File: config.mk
export PLATFORM = sky130hd
export DESIGN_NAME = hybrid_predictor
export DESIGN_NICKNAME = d
export VERILOG_FILES = /design/src/logic/bpred_pkg.sv /design/src/logic/branch_classifier.sv /design/src/logic/branch_target_buffer.sv /design/src/logic/local_predictor.sv /design/src/logic/global_predictor.sv /design/src/logic/choice_predictor.sv /design/src/logic/hybrid_predictor.sv
export SDC_FILE = /design/constraint.sdc
export NUM_CORES = 1
export LEC_CHECK = 0
export BUFFER_PORTS_ARGS = -buffer_cell sky130_fd_sc_hd__buf_2
export CORE_AREA = 5 5 344 346
export CTS_BUF_LIST = sky130_fd_sc_hd__clkbuf_4 sky130_fd_sc_hd__clkbuf_8
export DETAILED_ROUTE_END_ITERATION = 8
export DIE_AREA = 0 0 349 351
export SYNTH_ARGS = -nofsm -noshare
export SYNTH_HDL_FRONTEND = slang
export SYNTH_SLANG_ARGS = --single-unit
File: constraint.sdc
create_clock -name CLK -period 9.2 [get_ports CLK]
set_input_delay 0.46 -clock CLK [delete_from_list [all_inputs] [get_ports CLK]]
set_output_delay 0.46 -clock CLK [all_outputs]
set_load 0.01 [all_outputs]
File: src/logic/bpred_pkg.sv
`default_nettype none

package bpred_pkg;

    localparam int ADDR_W       = 32;
    localparam int BTB_IDX_W    = 4;
    localparam int BTB_TAG_W    = ADDR_W - BTB_IDX_W - 2;  // PC bits 31..6
    localparam int LHT_IDX_W    = 4;  // Local history table index, PC bits 5..2
    localparam int LHIST_W      = 4;
    localparam int GHIST_W      = 6;
    localparam int CHOICE_IDX_W = 4;

    localparam logic [1:0] CTR_RESET = 2'b01;  // Weakly not taken

    // MIPS opcodes of interest
    localparam logic [5:0] OP_J    = 6'h02;
    localparam logic [5:0] OP_JAL  = 6'h03;
    localparam logic [5:0] OP_BEQ  = 6'h04;
    localparam logic [5:0] OP_BNE  = 6'h05;
    localparam logic [5:0] OP_BLEZ = 6'h06;
    localparam logic [5:0] OP_BGTZ = 6'h07;

    typedef struct packed {
        logic [5:0]  opcode;
        logic [4:0]  rs;
        logic [4:0]  rt;
        logic [15:0] offset;
    } i_fmt_t;

    typedef struct packed {
        logic [5:0]  opcode;
        logic [25:0] index;
    } j_fmt_t;

    // One instruction word seen as I-format or J-format
    typedef union packed {
        i_fmt_t i;
        j_fmt_t j;
    } instr_u;

    typedef enum logic [1:0] {
        CLS_NONE   = 2'd0,
        CLS_BRANCH = 2'd1,
        CLS_JUMP   = 2'd2
    } instr_class_t;

    typedef struct packed {
        logic              valid;
        logic [ADDR_W-1:0] pc;
        instr_u            instr;
    } fetch_t;

    typedef struct packed {
        logic              valid;
        logic [ADDR_W-1:0] pc;
        instr_u            instr;
        logic              taken;
        logic [ADDR_W-1:0] target;
        logic [1:0]        preds;  // [1] global, [0] local
    } resolve_t;

    typedef struct packed {
        logic              valid;
        logic              taken;
        logic [ADDR_W-1:0] target;
        logic [1:0]        preds;
    } pred_t;

    typedef struct packed {
        instr_class_t      cls;
        logic [ADDR_W-1:0] pc;
        logic              taken;
        logic [ADDR_W-1:0] target;
        logic [1:0]        preds;
    } update_t;

    // Saturating two-bit counter step
    function automatic logic [1:0] ctr_next(input logic [1:0] ctr, input logic up);
        logic [1:0] nxt;
        nxt = ctr;
        if (up && ctr != 2'b11) begin
            nxt = ctr + 2'd1;
        end else if (!up && ctr != 2'b00) begin
            nxt = ctr - 2'd1;
        end
        return nxt;
    endfunction

endpackage

`default_nettype wire

File: src/logic/branch_classifier.sv
`default_nettype none

module branch_classifier (
    input  bpred_pkg::instr_u             instr,
    input  logic [bpred_pkg::ADDR_W-1:0]  pc,
    output bpred_pkg::instr_class_t       cls,
    output logic [bpred_pkg::ADDR_W-1:0]  target
);
    import bpred_pkg::*;

    logic [ADDR_W-1:0] pc_plus4;
    logic [ADDR_W-1:0] br_offset;
    logic [ADDR_W-1:0] br_target;
    logic [ADDR_W-1:0] jmp_target;

    assign pc_plus4 = pc + ADDR_W'(4);

    // Sign-extended word offset
    assign br_offset  = {{(ADDR_W-18){instr.i.offset[15]}}, instr.i.offset, 2'b00};
    assign br_target  = pc_plus4 + br_offset;
    assign jmp_target = {pc_plus4[ADDR_W-1:ADDR_W-4], instr.j.index, 2'b00};  // Region jump

    always_comb begin
        case (instr.i.opcode)
            OP_BEQ, OP_BNE, OP_BLEZ, OP_BGTZ: begin
                cls    = CLS_BRANCH;
                target = br_target;
            end
            OP_J, OP_JAL: begin
                cls    = CLS_JUMP;
                target = jmp_target;
            end
            default: begin
                cls    = CLS_NONE;
                target = '0;
            end
        endcase
    end

endmodule

`default_nettype wire

File: src/logic/branch_target_buffer.sv
`default_nettype none

module branch_target_buffer (
    input  logic                          CLK,
    input  logic                          RESET,
    input  logic [bpred_pkg::ADDR_W-1:0]  lookup_pc,
    input  bpred_pkg::update_t            upd,
    output logic                          hit,
    output logic [bpred_pkg::ADDR_W-1:0]  target
);
    import bpred_pkg::*;

    localparam int ENTRIES = 1 << BTB_IDX_W;

    logic                 valid_q  [ENTRIES];
    logic [BTB_TAG_W-1:0] tag_q    [ENTRIES];
    logic [ADDR_W-1:0]    target_q [ENTRIES];

    logic [BTB_IDX_W-1:0] rd_idx;
    logic [BTB_TAG_W-1:0] rd_tag;
    logic [BTB_IDX_W-1:0] wr_idx;
    logic [BTB_TAG_W-1:0] wr_tag;
    logic                 wr_en;
    logic                 inval_en;

    assign rd_idx = lookup_pc[BTB_IDX_W+1:2];
    assign rd_tag = lookup_pc[ADDR_W-1:BTB_IDX_W+2];
    assign wr_idx = upd.pc[BTB_IDX_W+1:2];
    assign wr_tag = upd.pc[ADDR_W-1:BTB_IDX_W+2];

    // Lookup
    assign hit    = valid_q[rd_idx] && (tag_q[rd_idx] == rd_tag);
    assign target = hit ? target_q[rd_idx] : '0;

    // Any taken branch or jump allocates
    assign wr_en = (upd.cls != CLS_NONE) && upd.taken;

    // A not-taken branch drops its own entry only
    assign inval_en = (upd.cls == CLS_BRANCH) && !upd.taken
                      && valid_q[wr_idx] && (tag_q[wr_idx] == wr_tag);

    always_ff @(posedge CLK or negedge RESET) begin
        if (!RESET) begin
            for (int i = 0; i < ENTRIES; i++) begin
                valid_q[i] <= 1'b0;
            end
        end else if (wr_en) begin
            valid_q[wr_idx] <= 1'b1;
        end else if (inval_en) begin
            valid_q[wr_idx] <= 1'b0;
        end
    end

    always_ff @(posedge CLK) begin
        if (wr_en) begin
            tag_q[wr_idx]    <= wr_tag;
            target_q[wr_idx] <= upd.target;
        end
    end

endmodule

`default_nettype wire

File: src/logic/local_predictor.sv
`default_nettype none

module local_predictor (
    input  logic                          CLK,
    input  logic                          RESET,
    input  logic [bpred_pkg::ADDR_W-1:0]  lookup_pc,
    input  bpred_pkg::update_t            upd,
    output logic                          taken
);
    import bpred_pkg::*;

    localparam int LHT_ENTRIES = 1 << LHT_IDX_W;
    localparam int CTR_ENTRIES = 1 << LHIST_W;

    logic [LHIST_W-1:0] hist_q [LHT_ENTRIES];  // Per-branch outcome history
    logic [1:0]         ctr_q  [CTR_ENTRIES];  // Shared pattern table

    logic [LHT_IDX_W-1:0] rd_idx;
    logic [LHT_IDX_W-1:0] wr_idx;
    logic [LHIST_W-1:0]   rd_hist;
    logic [LHIST_W-1:0]   wr_hist;
    logic                 upd_en;

    assign rd_idx  = lookup_pc[LHT_IDX_W+1:2];
    assign rd_hist = hist_q[rd_idx];
    assign taken   = ctr_q[rd_hist][1];

    assign wr_idx  = upd.pc[LHT_IDX_W+1:2];
    assign wr_hist = hist_q[wr_idx];
    assign upd_en  = (upd.cls == CLS_BRANCH);

    always_ff @(posedge CLK or negedge RESET) begin
        if (!RESET) begin
            for (int i = 0; i < LHT_ENTRIES; i++) begin
                hist_q[i] <= '0;
            end
            for (int i = 0; i < CTR_ENTRIES; i++) begin
                ctr_q[i] <= CTR_RESET;
            end
        end else if (upd_en) begin
            // Train with the history seen before this outcome
            ctr_q[wr_hist] <= ctr_next(ctr_q[wr_hist], upd.taken);
            hist_q[wr_idx] <= {wr_hist[LHIST_W-2:0], upd.taken};
        end
    end

endmodule

`default_nettype wire

File: src/logic/global_predictor.sv
`default_nettype none

module global_predictor (
    input  logic                          CLK,
    input  logic                          RESET,
    input  logic [bpred_pkg::ADDR_W-1:0]  lookup_pc,
    input  bpred_pkg::update_t            upd,
    output logic                          taken
);
    import bpred_pkg::*;

    localparam int CTR_ENTRIES = 1 << GHIST_W;

    logic [GHIST_W-1:0] ghist_q;
    logic [1:0]         ctr_q [CTR_ENTRIES];

    logic [GHIST_W-1:0] rd_idx;
    logic [GHIST_W-1:0] wr_idx;
    logic               upd_en;

    // gshare hashing
    assign rd_idx = ghist_q ^ lookup_pc[GHIST_W+1:2];
    assign wr_idx = ghist_q ^ upd.pc[GHIST_W+1:2];
    assign taken  = ctr_q[rd_idx][1];
    assign upd_en = (upd.cls == CLS_BRANCH);

    always_ff @(posedge CLK or negedge RESET) begin
        if (!RESET) begin
            ghist_q <= '0;
            for (int i = 0; i < CTR_ENTRIES; i++) begin
                ctr_q[i] <= CTR_RESET;
            end
        end else if (upd_en) begin
            ctr_q[wr_idx] <= ctr_next(ctr_q[wr_idx], upd.taken);  // Old history index
            ghist_q       <= {ghist_q[GHIST_W-2:0], upd.taken};
        end
    end

endmodule

`default_nettype wire

File: src/logic/choice_predictor.sv
`default_nettype none

module choice_predictor (
    input  logic                          CLK,
    input  logic                          RESET,
    input  logic [bpred_pkg::ADDR_W-1:0]  lookup_pc,
    input  bpred_pkg::update_t            upd,
    output logic                          use_global
);
    import bpred_pkg::*;

    localparam int ENTRIES = 1 << CHOICE_IDX_W;

    logic [1:0] ctr_q [ENTRIES];  // 2 or above selects global

    logic [CHOICE_IDX_W-1:0] rd_idx;
    logic [CHOICE_IDX_W-1:0] wr_idx;
    logic                    disagree;
    logic                    global_right;
    logic                    upd_en;

    assign rd_idx     = lookup_pc[CHOICE_IDX_W+1:2];
    assign use_global = ctr_q[rd_idx][1];

    assign wr_idx       = upd.pc[CHOICE_IDX_W+1:2];
    assign disagree     = upd.preds[1] ^ upd.preds[0];
    assign global_right = (upd.preds[1] == upd.taken);

    // Only a disagreement says anything about which component is better
    assign upd_en = (upd.cls == CLS_BRANCH) && disagree;

    always_ff @(posedge CLK or negedge RESET) begin
        if (!RESET) begin
            for (int i = 0; i < ENTRIES; i++) begin
                ctr_q[i] <= CTR_RESET;
            end
        end else if (upd_en) begin
            ctr_q[wr_idx] <= ctr_next(ctr_q[wr_idx], global_right);
        end
    end

endmodule

`default_nettype wire

File: src/logic/hybrid_predictor.sv
`default_nettype none

module hybrid_predictor (
    input  logic                 CLK,
    input  logic                 RESET,
    input  logic                 FLUSH,
    input  bpred_pkg::fetch_t    fetch,
    input  bpred_pkg::resolve_t  resolve,
    output bpred_pkg::pred_t     pred
);
    import bpred_pkg::*;

    instr_class_t fet_cls;
    instr_class_t res_cls;
    update_t      upd;
    pred_t        pred_d;

    logic              btb_hit;
    logic [ADDR_W-1:0] btb_target;
    logic              local_taken;
    logic              global_taken;
    logic              use_global;
    logic              chosen_taken;

    branch_classifier fetch_cls_inst (
        .instr  (fetch.instr),
        .pc     (fetch.pc),
        .cls    (fet_cls),
        .target ()
    );

    branch_classifier resolve_cls_inst (
        .instr  (resolve.instr),
        .pc     (resolve.pc),
        .cls    (res_cls),
        .target ()
    );

    // Classified resolution stays idle unless strobed
    always_comb begin
        upd.cls    = resolve.valid ? res_cls : CLS_NONE;
        upd.pc     = resolve.pc;
        upd.taken  = resolve.taken;
        upd.target = resolve.target;
        upd.preds  = resolve.preds;
    end

    branch_target_buffer btb_inst (
        .CLK       (CLK),
        .RESET     (RESET),
        .lookup_pc (fetch.pc),
        .upd       (upd),
        .hit       (btb_hit),
        .target    (btb_target)
    );

    local_predictor local_inst (
        .CLK       (CLK),
        .RESET     (RESET),
        .lookup_pc (fetch.pc),
        .upd       (upd),
        .taken     (local_taken)
    );

    global_predictor global_inst (
        .CLK       (CLK),
        .RESET     (RESET),
        .lookup_pc (fetch.pc),
        .upd       (upd),
        .taken     (global_taken)
    );

    choice_predictor choice_inst (
        .CLK        (CLK),
        .RESET      (RESET),
        .lookup_pc  (fetch.pc),
        .upd        (upd),
        .use_global (use_global)
    );

    assign chosen_taken = use_global ? global_taken : local_taken;

    always_comb begin
        pred_d.valid  = fetch.valid;
        // Jumps need only a BTB hit and branches also need the chosen direction
        pred_d.taken  = fetch.valid && btb_hit && (fet_cls != CLS_NONE)
                        && ((fet_cls == CLS_JUMP) || chosen_taken);
        pred_d.target = btb_target;  // Zero on a miss
        pred_d.preds  = {global_taken, local_taken};
    end

    always_ff @(posedge CLK or negedge RESET) begin
        if (!RESET) begin
            pred <= '0;
        end else if (FLUSH) begin
            pred <= '0;  // Drop the fetch of this cycle
        end else begin
            pred <= pred_d;
        end
    end

endmodule

`default_nettype wire

==> metrics.txt, run 1 <==
# TYPE chip_impl_metric gauge
chip_impl_metric{name="io_buffer_count",unit=""} 145
chip_impl_metric{name="synth_cells",unit=""} 2961
chip_impl_metric{name="net_count_after_synthesis",unit=""} 3135
chip_impl_metric{name="path_clk_slew",unit="ns"} 0.07
chip_impl_metric{name="cts_post_setup_buffers_inserted",unit=""} 0
chip_impl_metric{name="core",unit="um2"} 115000
chip_impl_info{name="hold_path_class",value="in2reg"} 1
chip_impl_metric{name="design_power_total",unit="mW"} 12.5
chip_impl_metric{name="worst_slew_pin_slew",unit="ns"} 1.24
chip_impl_metric{name="grt.met2_usage",unit=""} 0.389
chip_impl_metric{name="die_area",unit="um2"} 122000
chip_impl_metric{name="synthesis.area",unit="um2"} 54800
chip_impl_metric{name="stdcell_count",unit=""} 4981
chip_impl_metric{name="first_global_vias",unit=""} 31900
chip_impl_metric{name="clock_sink_count",unit=""} 1242
chip_impl_metric{name="setup_tns_after_final_layout",unit="ns"} 0
chip_impl_metric{name="vias",unit=""} 30000
chip_impl_metric{name="finalNetCount",unit=""} 3441
chip_impl_metric{name="cts_repair_resize_count",unit=""} 0
chip_impl_info{name="cts_tree",value="built"} 1
chip_impl_metric{name="synth_seq_cells",unit=""} 1242
chip_impl_metric{name="finalSetupViolCount",unit=""} 0
chip_impl_metric{name="cell_leakage_power",unit="nW"} 21.9
chip_impl_metric{name="cp.required",unit="ns"} 9.90
chip_impl_metric{name="cellPowerDensity",unit="nW/um2"} 200
chip_impl_metric{name="final_max_slew_viol_count",unit=""} 0
chip_impl_metric{name="viasPerCell",unit=""} 6.02
chip_impl_metric{name="global_route.usage.total",unit=""} 0.230
chip_impl_metric{name="cts.path.max_buffers",unit=""} 3
chip_impl_metric{name="grt_start_max_net_pins",unit=""} 166
chip_impl_metric{name="ir_worst_vdd",unit="uV"} 147
chip_impl_metric{name="drt_iter0_markers",unit=""} 2533
chip_impl_metric{name="drt_wl_cell",unit="um"} 28.3
chip_impl_info{name="path_class",value="reg2reg"} 1
chip_impl_metric{name="yosys.cell_types.count",unit=""} 58
chip_impl_metric{name="cts_inserted_buffers",unit=""} 202
chip_impl_info{name="worstSetupEndpointType",value="flip-flop"} 1
chip_impl_info{name="critPathLaunchType",value="flip-flop"} 1
chip_impl_metric{name="syn_area_per_cell",unit="um2"} 18.5
chip_impl_metric{name="post-route-period-util",unit=""} 0.573
chip_impl_metric{name="global_route_wire_length_before_repair",unit="mm"} 209
chip_impl_metric{name="use_met1",unit=""} 0.309
chip_impl_metric{name="seq_area_frac_synth",unit=""} 0.654
chip_impl_metric{name="asyncSetResetFlopFracSynth",unit=""} 0.253
chip_impl_metric{name="row_count",unit=""} 125
chip_impl_metric{name="endpoints_failing_hold",unit=""} 0
chip_impl_info{name="most-common-layout-cells",value="edfxtp_1 (928), mux4_2 (507), clkbuf_8 (229)"} 1
chip_impl_metric{name="drtPass1Iterations",unit=""} 5
chip_impl_metric{name="design.portCount",unit=""} 204
chip_impl_info{name="clock_root_buffer",value="clkbuf_8"} 1
chip_impl_metric{name="synth_warnings",unit=""} 0
chip_impl_info{name="outcome",value="complete, no violations"} 1
chip_impl_metric{name="cts_hold_buf",unit=""} 66
chip_impl_metric{name="maximum_fanout_along_the_worst_path",unit=""} 18
chip_impl_metric{name="antenna_violations_before_repair",unit=""} 16
chip_impl_metric{name="dp.cells",unit=""} 4520
chip_impl_metric{name="achievable-frequency",unit="MHz"} 190
chip_impl_metric{name="worst-endpoint-arrival",unit="ns"} 5.97
chip_impl_metric{name="hold_ws",unit="ns"} 0.111
chip_impl_info{name="layout_commonest_cell",value="edfxtp_1"} 1
chip_impl_metric{name="remaining_drc_errors",unit=""} 0
chip_impl_metric{name="global_route.overflow_total",unit=""} 0
chip_impl_metric{name="place.gp.congestion",unit=""} 0.793
chip_impl_metric{name="fin_crit",unit="ns"} 5.27
chip_impl_metric{name="clock_insertion_delay_worst_skew",unit="ns"} 0.91
chip_impl_metric{name="floorplan.initialDensity",unit=""} 0.476
chip_impl_metric{name="postRouteAntennaNets",unit=""} 0
chip_impl_metric{name="skew",unit="ns"} 0.0425
chip_impl_metric{name="dieHeight",unit="um"} 351
chip_impl_metric{name="hpwl",unit="mm"} 78.7
chip_impl_metric{name="max_cap_violations",unit=""} 0
chip_impl_metric{name="dieWidth",unit="um"} 349
chip_impl_metric{name="post_route_cells_drive_above_1_share",unit=""} 0.396
chip_impl_metric{name="relSlewSlack",unit=""} 0.171
chip_impl_info{name="rsz_0062_raised_after_global_routing",value="false"} 1
chip_impl_metric{name="post_synth_edffs",unit=""} 928
chip_impl_metric{name="route.final.wire_length",unit="mm"} 141
chip_impl_info{name="grt_most_used_layer",value="met2"} 1
chip_impl_metric{name="use_met3",unit=""} 0.0450
chip_impl_metric{name="cts-htree-levels",unit=""} 4
chip_impl_metric{name="areaGrowthSynthToFinish",unit="%"} 14.2
chip_impl_info{name="synth_flop_cell",value="edfxtp_1"} 1
[path summary, 6_finish.rpt]
path	startpoint	end	slack, ns	depth (start not counted)
max reg2reg	local_inst.hist_q[54]	local_inst.ctr_q[23]	3.93	18
min reg2reg	flip-flop	flip-flop	0.50	1
min in group asynchronous	RESET	global_inst.ctr_q[75]	0.20	2
max in group asynchronous	RESET	pred[23]	6.69	4
min	resolve[34]	global_inst.ghist_q[0]	0.11	4
max	local_inst.hist_q[54]	local_inst.ctr_q[23]	3.93	18
[cell usage after synthesis, types with 10 or more instances]
| library cell | count | area share |
|---|---|---|
| edfxtp_1 | 928 | 0.51 |
| mux4_2 | 507 | 0.21 |
| dfrtp_1 | 218 | 0.10 |
| nor2_1 | 190 | 0.013 |
| nand2_1 | 160 | 0.011 |
| mux2_2 | 158 | 0.032 |
| dfstp_2 | 96 | 0.046 |
| a21oi_1 | 93 | 0.0085 |
| clkbuf_1 | 78 | 0.0053 |
| buf_2 | 73 | 0.0067 |
| nor2b_1 | 50 | 0.0057 |
| mux2i_1 | 48 | 0.0088 |
| o21ai_0 | 45 | 0.0041 |
| nand3_1 | 44 | 0.0040 |
| xor2_1 | 42 | 0.0067 |
| xnor2_1 | 33 | 0.0053 |
| nor3_1 | 21 | 0.0019 |
| a21o_1 | 17 | 0.0023 |
| buf_1 | 14 | 0.00096 |
| buf_4 | 12 | 0.0016 |
| a211oi_1 | 11 | 0.0015 |
| inv_1 | 11 | 0.00075 |
| nand4_1 | 11 | 0.0013 |
| nor4_1 | 11 | 0.0013 |
| o211ai_1 | 10 | 0.0014 |
[metal layers]
metal,share of wire,vias up,wire (um)
met2,0.51,1068,71500
met5,0.00039,-,55
met1,0.40,16000,56700
met3,0.067,221,9440
met4,0.022,10,3040
li1,-,12700,-
[through the flow]
step	worst slack (ns)	utilization	area (um2)
final	3.93	0.543	62500
after global routing	3.45	0.543	62500
after detailed placement	3.10	0.498	57400
after global placement	3.15	0.498	57400
after CTS	3.89	0.543	62500
after floorplan	1.15	-	54800
[report_power, final]
part / internal [mW] / switching [mW]
Combinational: 0.456 / 0.708
Clock: 2.92 / 2.27
Sequential: 6.09 / 0.0347
Total: 9.47 / 3.01
[registers in the layout, indices dropped and copies added, names as in the netlist, named ones only]
name,flops
btb_inst.tag_q,416
local_inst.ctr_q,32
choice_inst.ctr_q,32
local_inst.hist_q,64
btb_inst.target_q,512
global_inst.ctr_q,128
global_inst.ghist_q,6
pred,36
[layout make-up]
type,count,area [um2]
antenna,13,32.5
timing repair buffer,282,2020
tap,1524,1910
sequential,1242,35800
inverter,11,41.3
multi-input combinational,1528,18200
fill,9063,52600
clock buffer,312,3770
clock inverter,69,701
[worst max-delay path: stages (launching register included)]
cell,delay (ns)
dfrtp_1,0.40
mux2_2,0.28
mux4_2,0.59
mux2i_2,0.67
buf_4,0.34
mux2i_1,0.23
mux2i_1,0.09
mux2i_1,0.28
nand2_1,0.09
and2_1,0.19
inv_1,0.06
ha_1,0.17
inv_1,0.09
nor3_1,0.16
o21ai_0,0.12
o211ai_1,0.11
a22oi_1,0.10
a221oi_2,0.89
o21ai_0,0.23
[cells by family after synthesis]
logic type / share of synthesized area
adders and majority gates: 0.00137
buffers and inverters: 0.0160
muxes: 0.250
and+or+nand+nor: 0.0418
AOI/OAI and AO/OA: 0.0240
DFF: 0.654
xor gates and xnor gates: 0.0123
Note: power is estimated with default switching activity, not from simulation.
==> run 2, diff against run 1 <==
PLACE_DENSITY = 0.67   (was default)
clock period = 4.8 ns   (was 9.2 ns; I/O delays follow)
==> metrics.txt, run 2 (synthesized netlist as in run 1, its figures left out) <==
# TYPE chip_impl_metric gauge
chip_impl_metric{name="worst-endpoint-arrival",unit="ns"} 5.22
chip_impl_metric{name="ir_worst_vdd",unit="uV"} 282
chip_impl_metric{name="post_route_cells_drive_above_1_share",unit=""} 0.399
chip_impl_metric{name="placed_area",unit="um2"} 57800
chip_impl_metric{name="floorplan.initialDensity",unit=""} 0.476
chip_impl_metric{name="achievable-frequency",unit="MHz"} 224
chip_impl_metric{name="finalSetupViolCount",unit=""} 0
chip_impl_metric{name="areaGrowthSynthToFinish",unit="%"} 14.8
chip_impl_metric{name="cts-htree-levels",unit=""} 4
chip_impl_info{name="register_ranked_first_by_flip_flop_count",value="btb_inst.target_q"} 1
chip_impl_metric{name="cts.path.max_buffers",unit=""} 3
chip_impl_info{name="most-common-layout-cells",value="edfxtp_1 (928), mux4_2 (507), clkbuf_8 (223)"} 1
chip_impl_metric{name="global_route_wire_length_before_repair",unit="mm"} 210
chip_impl_metric{name="place_ws",unit="ns"} 0.234
chip_impl_metric{name="io_buffer_count",unit=""} 145
chip_impl_metric{name="cell_leakage_power",unit="nW"} 22.1
chip_impl_metric{name="relSlewSlack",unit=""} 0.305
chip_impl_info{name="path_class",value="in2reg"} 1
chip_impl_metric{name="core",unit="um2"} 115000
chip_impl_info{name="worstSetupEndpointType",value="flip-flop"} 1
chip_impl_metric{name="hpwl",unit="mm"} 79.2
chip_impl_metric{name="post-route-util",unit=""} 0.547
chip_impl_metric{name="max_cap_violations",unit=""} 0
chip_impl_metric{name="design_power_total",unit="mW"} 23.7
chip_impl_metric{name="viasPerCell",unit=""} 6.08
chip_impl_metric{name="cellPowerDensity",unit="nW/um2"} 377
chip_impl_metric{name="post-route-period-util",unit=""} 0.928
chip_impl_metric{name="cp.required",unit="ns"} 5.56
chip_impl_metric{name="antenna_violations_before_repair",unit=""} 23
chip_impl_info{name="layout_commonest_cell",value="edfxtp_1"} 1
chip_impl_info{name="rsz_0062_raised_after_global_routing",value="false"} 1
chip_impl_metric{name="endpoints_failing_hold",unit=""} 0
chip_impl_metric{name="clock_sink_count",unit=""} 1242
chip_impl_metric{name="row_count",unit=""} 125
chip_impl_metric{name="cts_inserted_buffers",unit=""} 198
chip_impl_metric{name="place.gp.congestion",unit=""} 0.846
chip_impl_metric{name="first_global_vias",unit=""} 32500
chip_impl_metric{name="final_critical_path_setup_slack",unit="ns"} 0.344
chip_impl_metric{name="design.portCount",unit=""} 204
chip_impl_info{name="cts_tree",value="built"} 1
chip_impl_metric{name="skew",unit="ns"} 0.0667
chip_impl_metric{name="grt_start_max_net_pins",unit=""} 154
chip_impl_info{name="reg_top3",value="btb_inst.target_q (512), btb_inst.tag_q (416), global_inst.ctr_q (128)"} 1
chip_impl_metric{name="path_clk_slew",unit="ns"} 0.07
chip_impl_info{name="outcome",value="complete, no violations"} 1
chip_impl_info{name="hold_path_class",value="in2async"} 1
chip_impl_metric{name="drtPass1Iterations",unit=""} 5
chip_impl_metric{name="global_route.overflow_total",unit=""} 0
chip_impl_metric{name="fin_crit",unit="ns"} 4.46
chip_impl_metric{name="maximum_fanout_along_the_worst_path",unit=""} 32
chip_impl_info{name="critPathLaunchType",value="input port"} 1
chip_impl_metric{name="final_max_slew_viol_count",unit=""} 0
chip_impl_info{name="clock_root_buffer",value="clkbuf_8"} 1
chip_impl_metric{name="drt_wl_cell",unit="um"} 27.9
chip_impl_metric{name="finalNetCount",unit=""} 3466
chip_impl_metric{name="postRouteAntennaNets",unit=""} 0
chip_impl_metric{name="die_area",unit="um2"} 122000
chip_impl_metric{name="drt_iter0_markers",unit=""} 2985
chip_impl_metric{name="worst_slew_pin_slew",unit="ns"} 1.04
chip_impl_metric{name="dieHeight",unit="um"} 351
chip_impl_metric{name="remaining_drc_errors",unit=""} 0
chip_impl_metric{name="global_route.usage.total",unit=""} 0.229
chip_impl_metric{name="cts_post_setup_buffers_inserted",unit=""} 0
chip_impl_metric{name="max_ffs_per_register",unit=""} 512
chip_impl_metric{name="dieWidth",unit="um"} 349
chip_impl_metric{name="vias",unit=""} 30400
chip_impl_metric{name="design_area",unit="um2"} 62900
chip_impl_metric{name="route.final.wire_length",unit="mm"} 139
chip_impl_metric{name="clock_insertion_delay_worst_skew",unit="ns"} 0.91
==> run 2: where the power goes <==
| group | total, mW | switching [mW] | internal, mW |
|---|---|---|---|
| combinational | 2.28 | 1.36 | 0.924 |
| clock | 9.66 | 4.35 | 5.31 |
| sequential | 11.8 | 0.0702 | 11.7 |
==> run 2: layout make-up <==
| type | count | area, um2 |
|---|---|---|
| Antenna cell | 11 | 27.5 |
| Fill cell | 8945 | 52200 |
| Inverter | 11 | 41.3 |
| Clock inverter | 51 | 532 |
| Timing Repair Buffer | 311 | 2520 |
| Sequential cell | 1242 | 35800 |
| Tap cell | 1524 | 1910 |
| Multi-Input combinational cell | 1528 | 18200 |
| Clock buffer | 321 | 3800 |
==> run 2: worst max-delay path, cell delays in order <==
cell and delay (ns):
dlygate4sd3_1 0.59, buf_8 0.24, buf_4 0.59, mux4_2 0.58, mux4_2 0.51, xor2_1 0.16
nor4_1 0.52, nand2_1 0.28, nor4_4 0.34, buf_4 0.26, nand3_1 0.09, dlygate4sd3_1 0.57
a21o_1 0.18
==> run 2: final timing paths <==
kind                       slack, ns  cells past startpoint            startpoint                      to
min in group CLK                0.15                      3             fetch[37]                pred[33]
setup reg to reg                0.35                     16  local_inst.hist_q[1]    local_inst.ctr_q[23]
max in group asynchronous       3.69                      3                 RESET                 pred[8]
hold reg to reg                 0.50                      2  local_inst.hist_q[5]    local_inst.hist_q[5]
setup / recovery                0.34                     13           resolve[69]               flip-flop
hold / removal                  0.09                      2                 RESET  global_inst.ctr_q[114]
==> run 2: through the flow <==
| stage | hold slack [ns] | cells | TNS [ns] |
|---|---|---|---|
| detailed placement | 0.241 | 4544 | 0 |
| finish | 0.0858 | 4999 | 0 |
| global placement | 0.223 | 4544 | 0 |
| CTS | 0.0106 | 4988 | 0 |
| global route | 0.0771 | 4994 | 0 |
| floorplan | -0.0556 | 2961 | -602.62 |
==> run 2: per-layer routing <==
layer | vias to the layer above | part of all wire | global-route usage
li1 | 12700 | - | -
met1 | 16100 | 0.40 | 0.312
met2 | 1330 | 0.50 | 0.377
met3 | 253 | 0.079 | 0.0473
met4 | 16 | 0.023 | 0.0722
met5 | - | 0.00075 | 0
==> run 2: repair_timing <==
item	4_1_cts	5_1_grt
endpoints found under the hold margin	1215	0
resized for setup	0	0
hold buffers	72	0
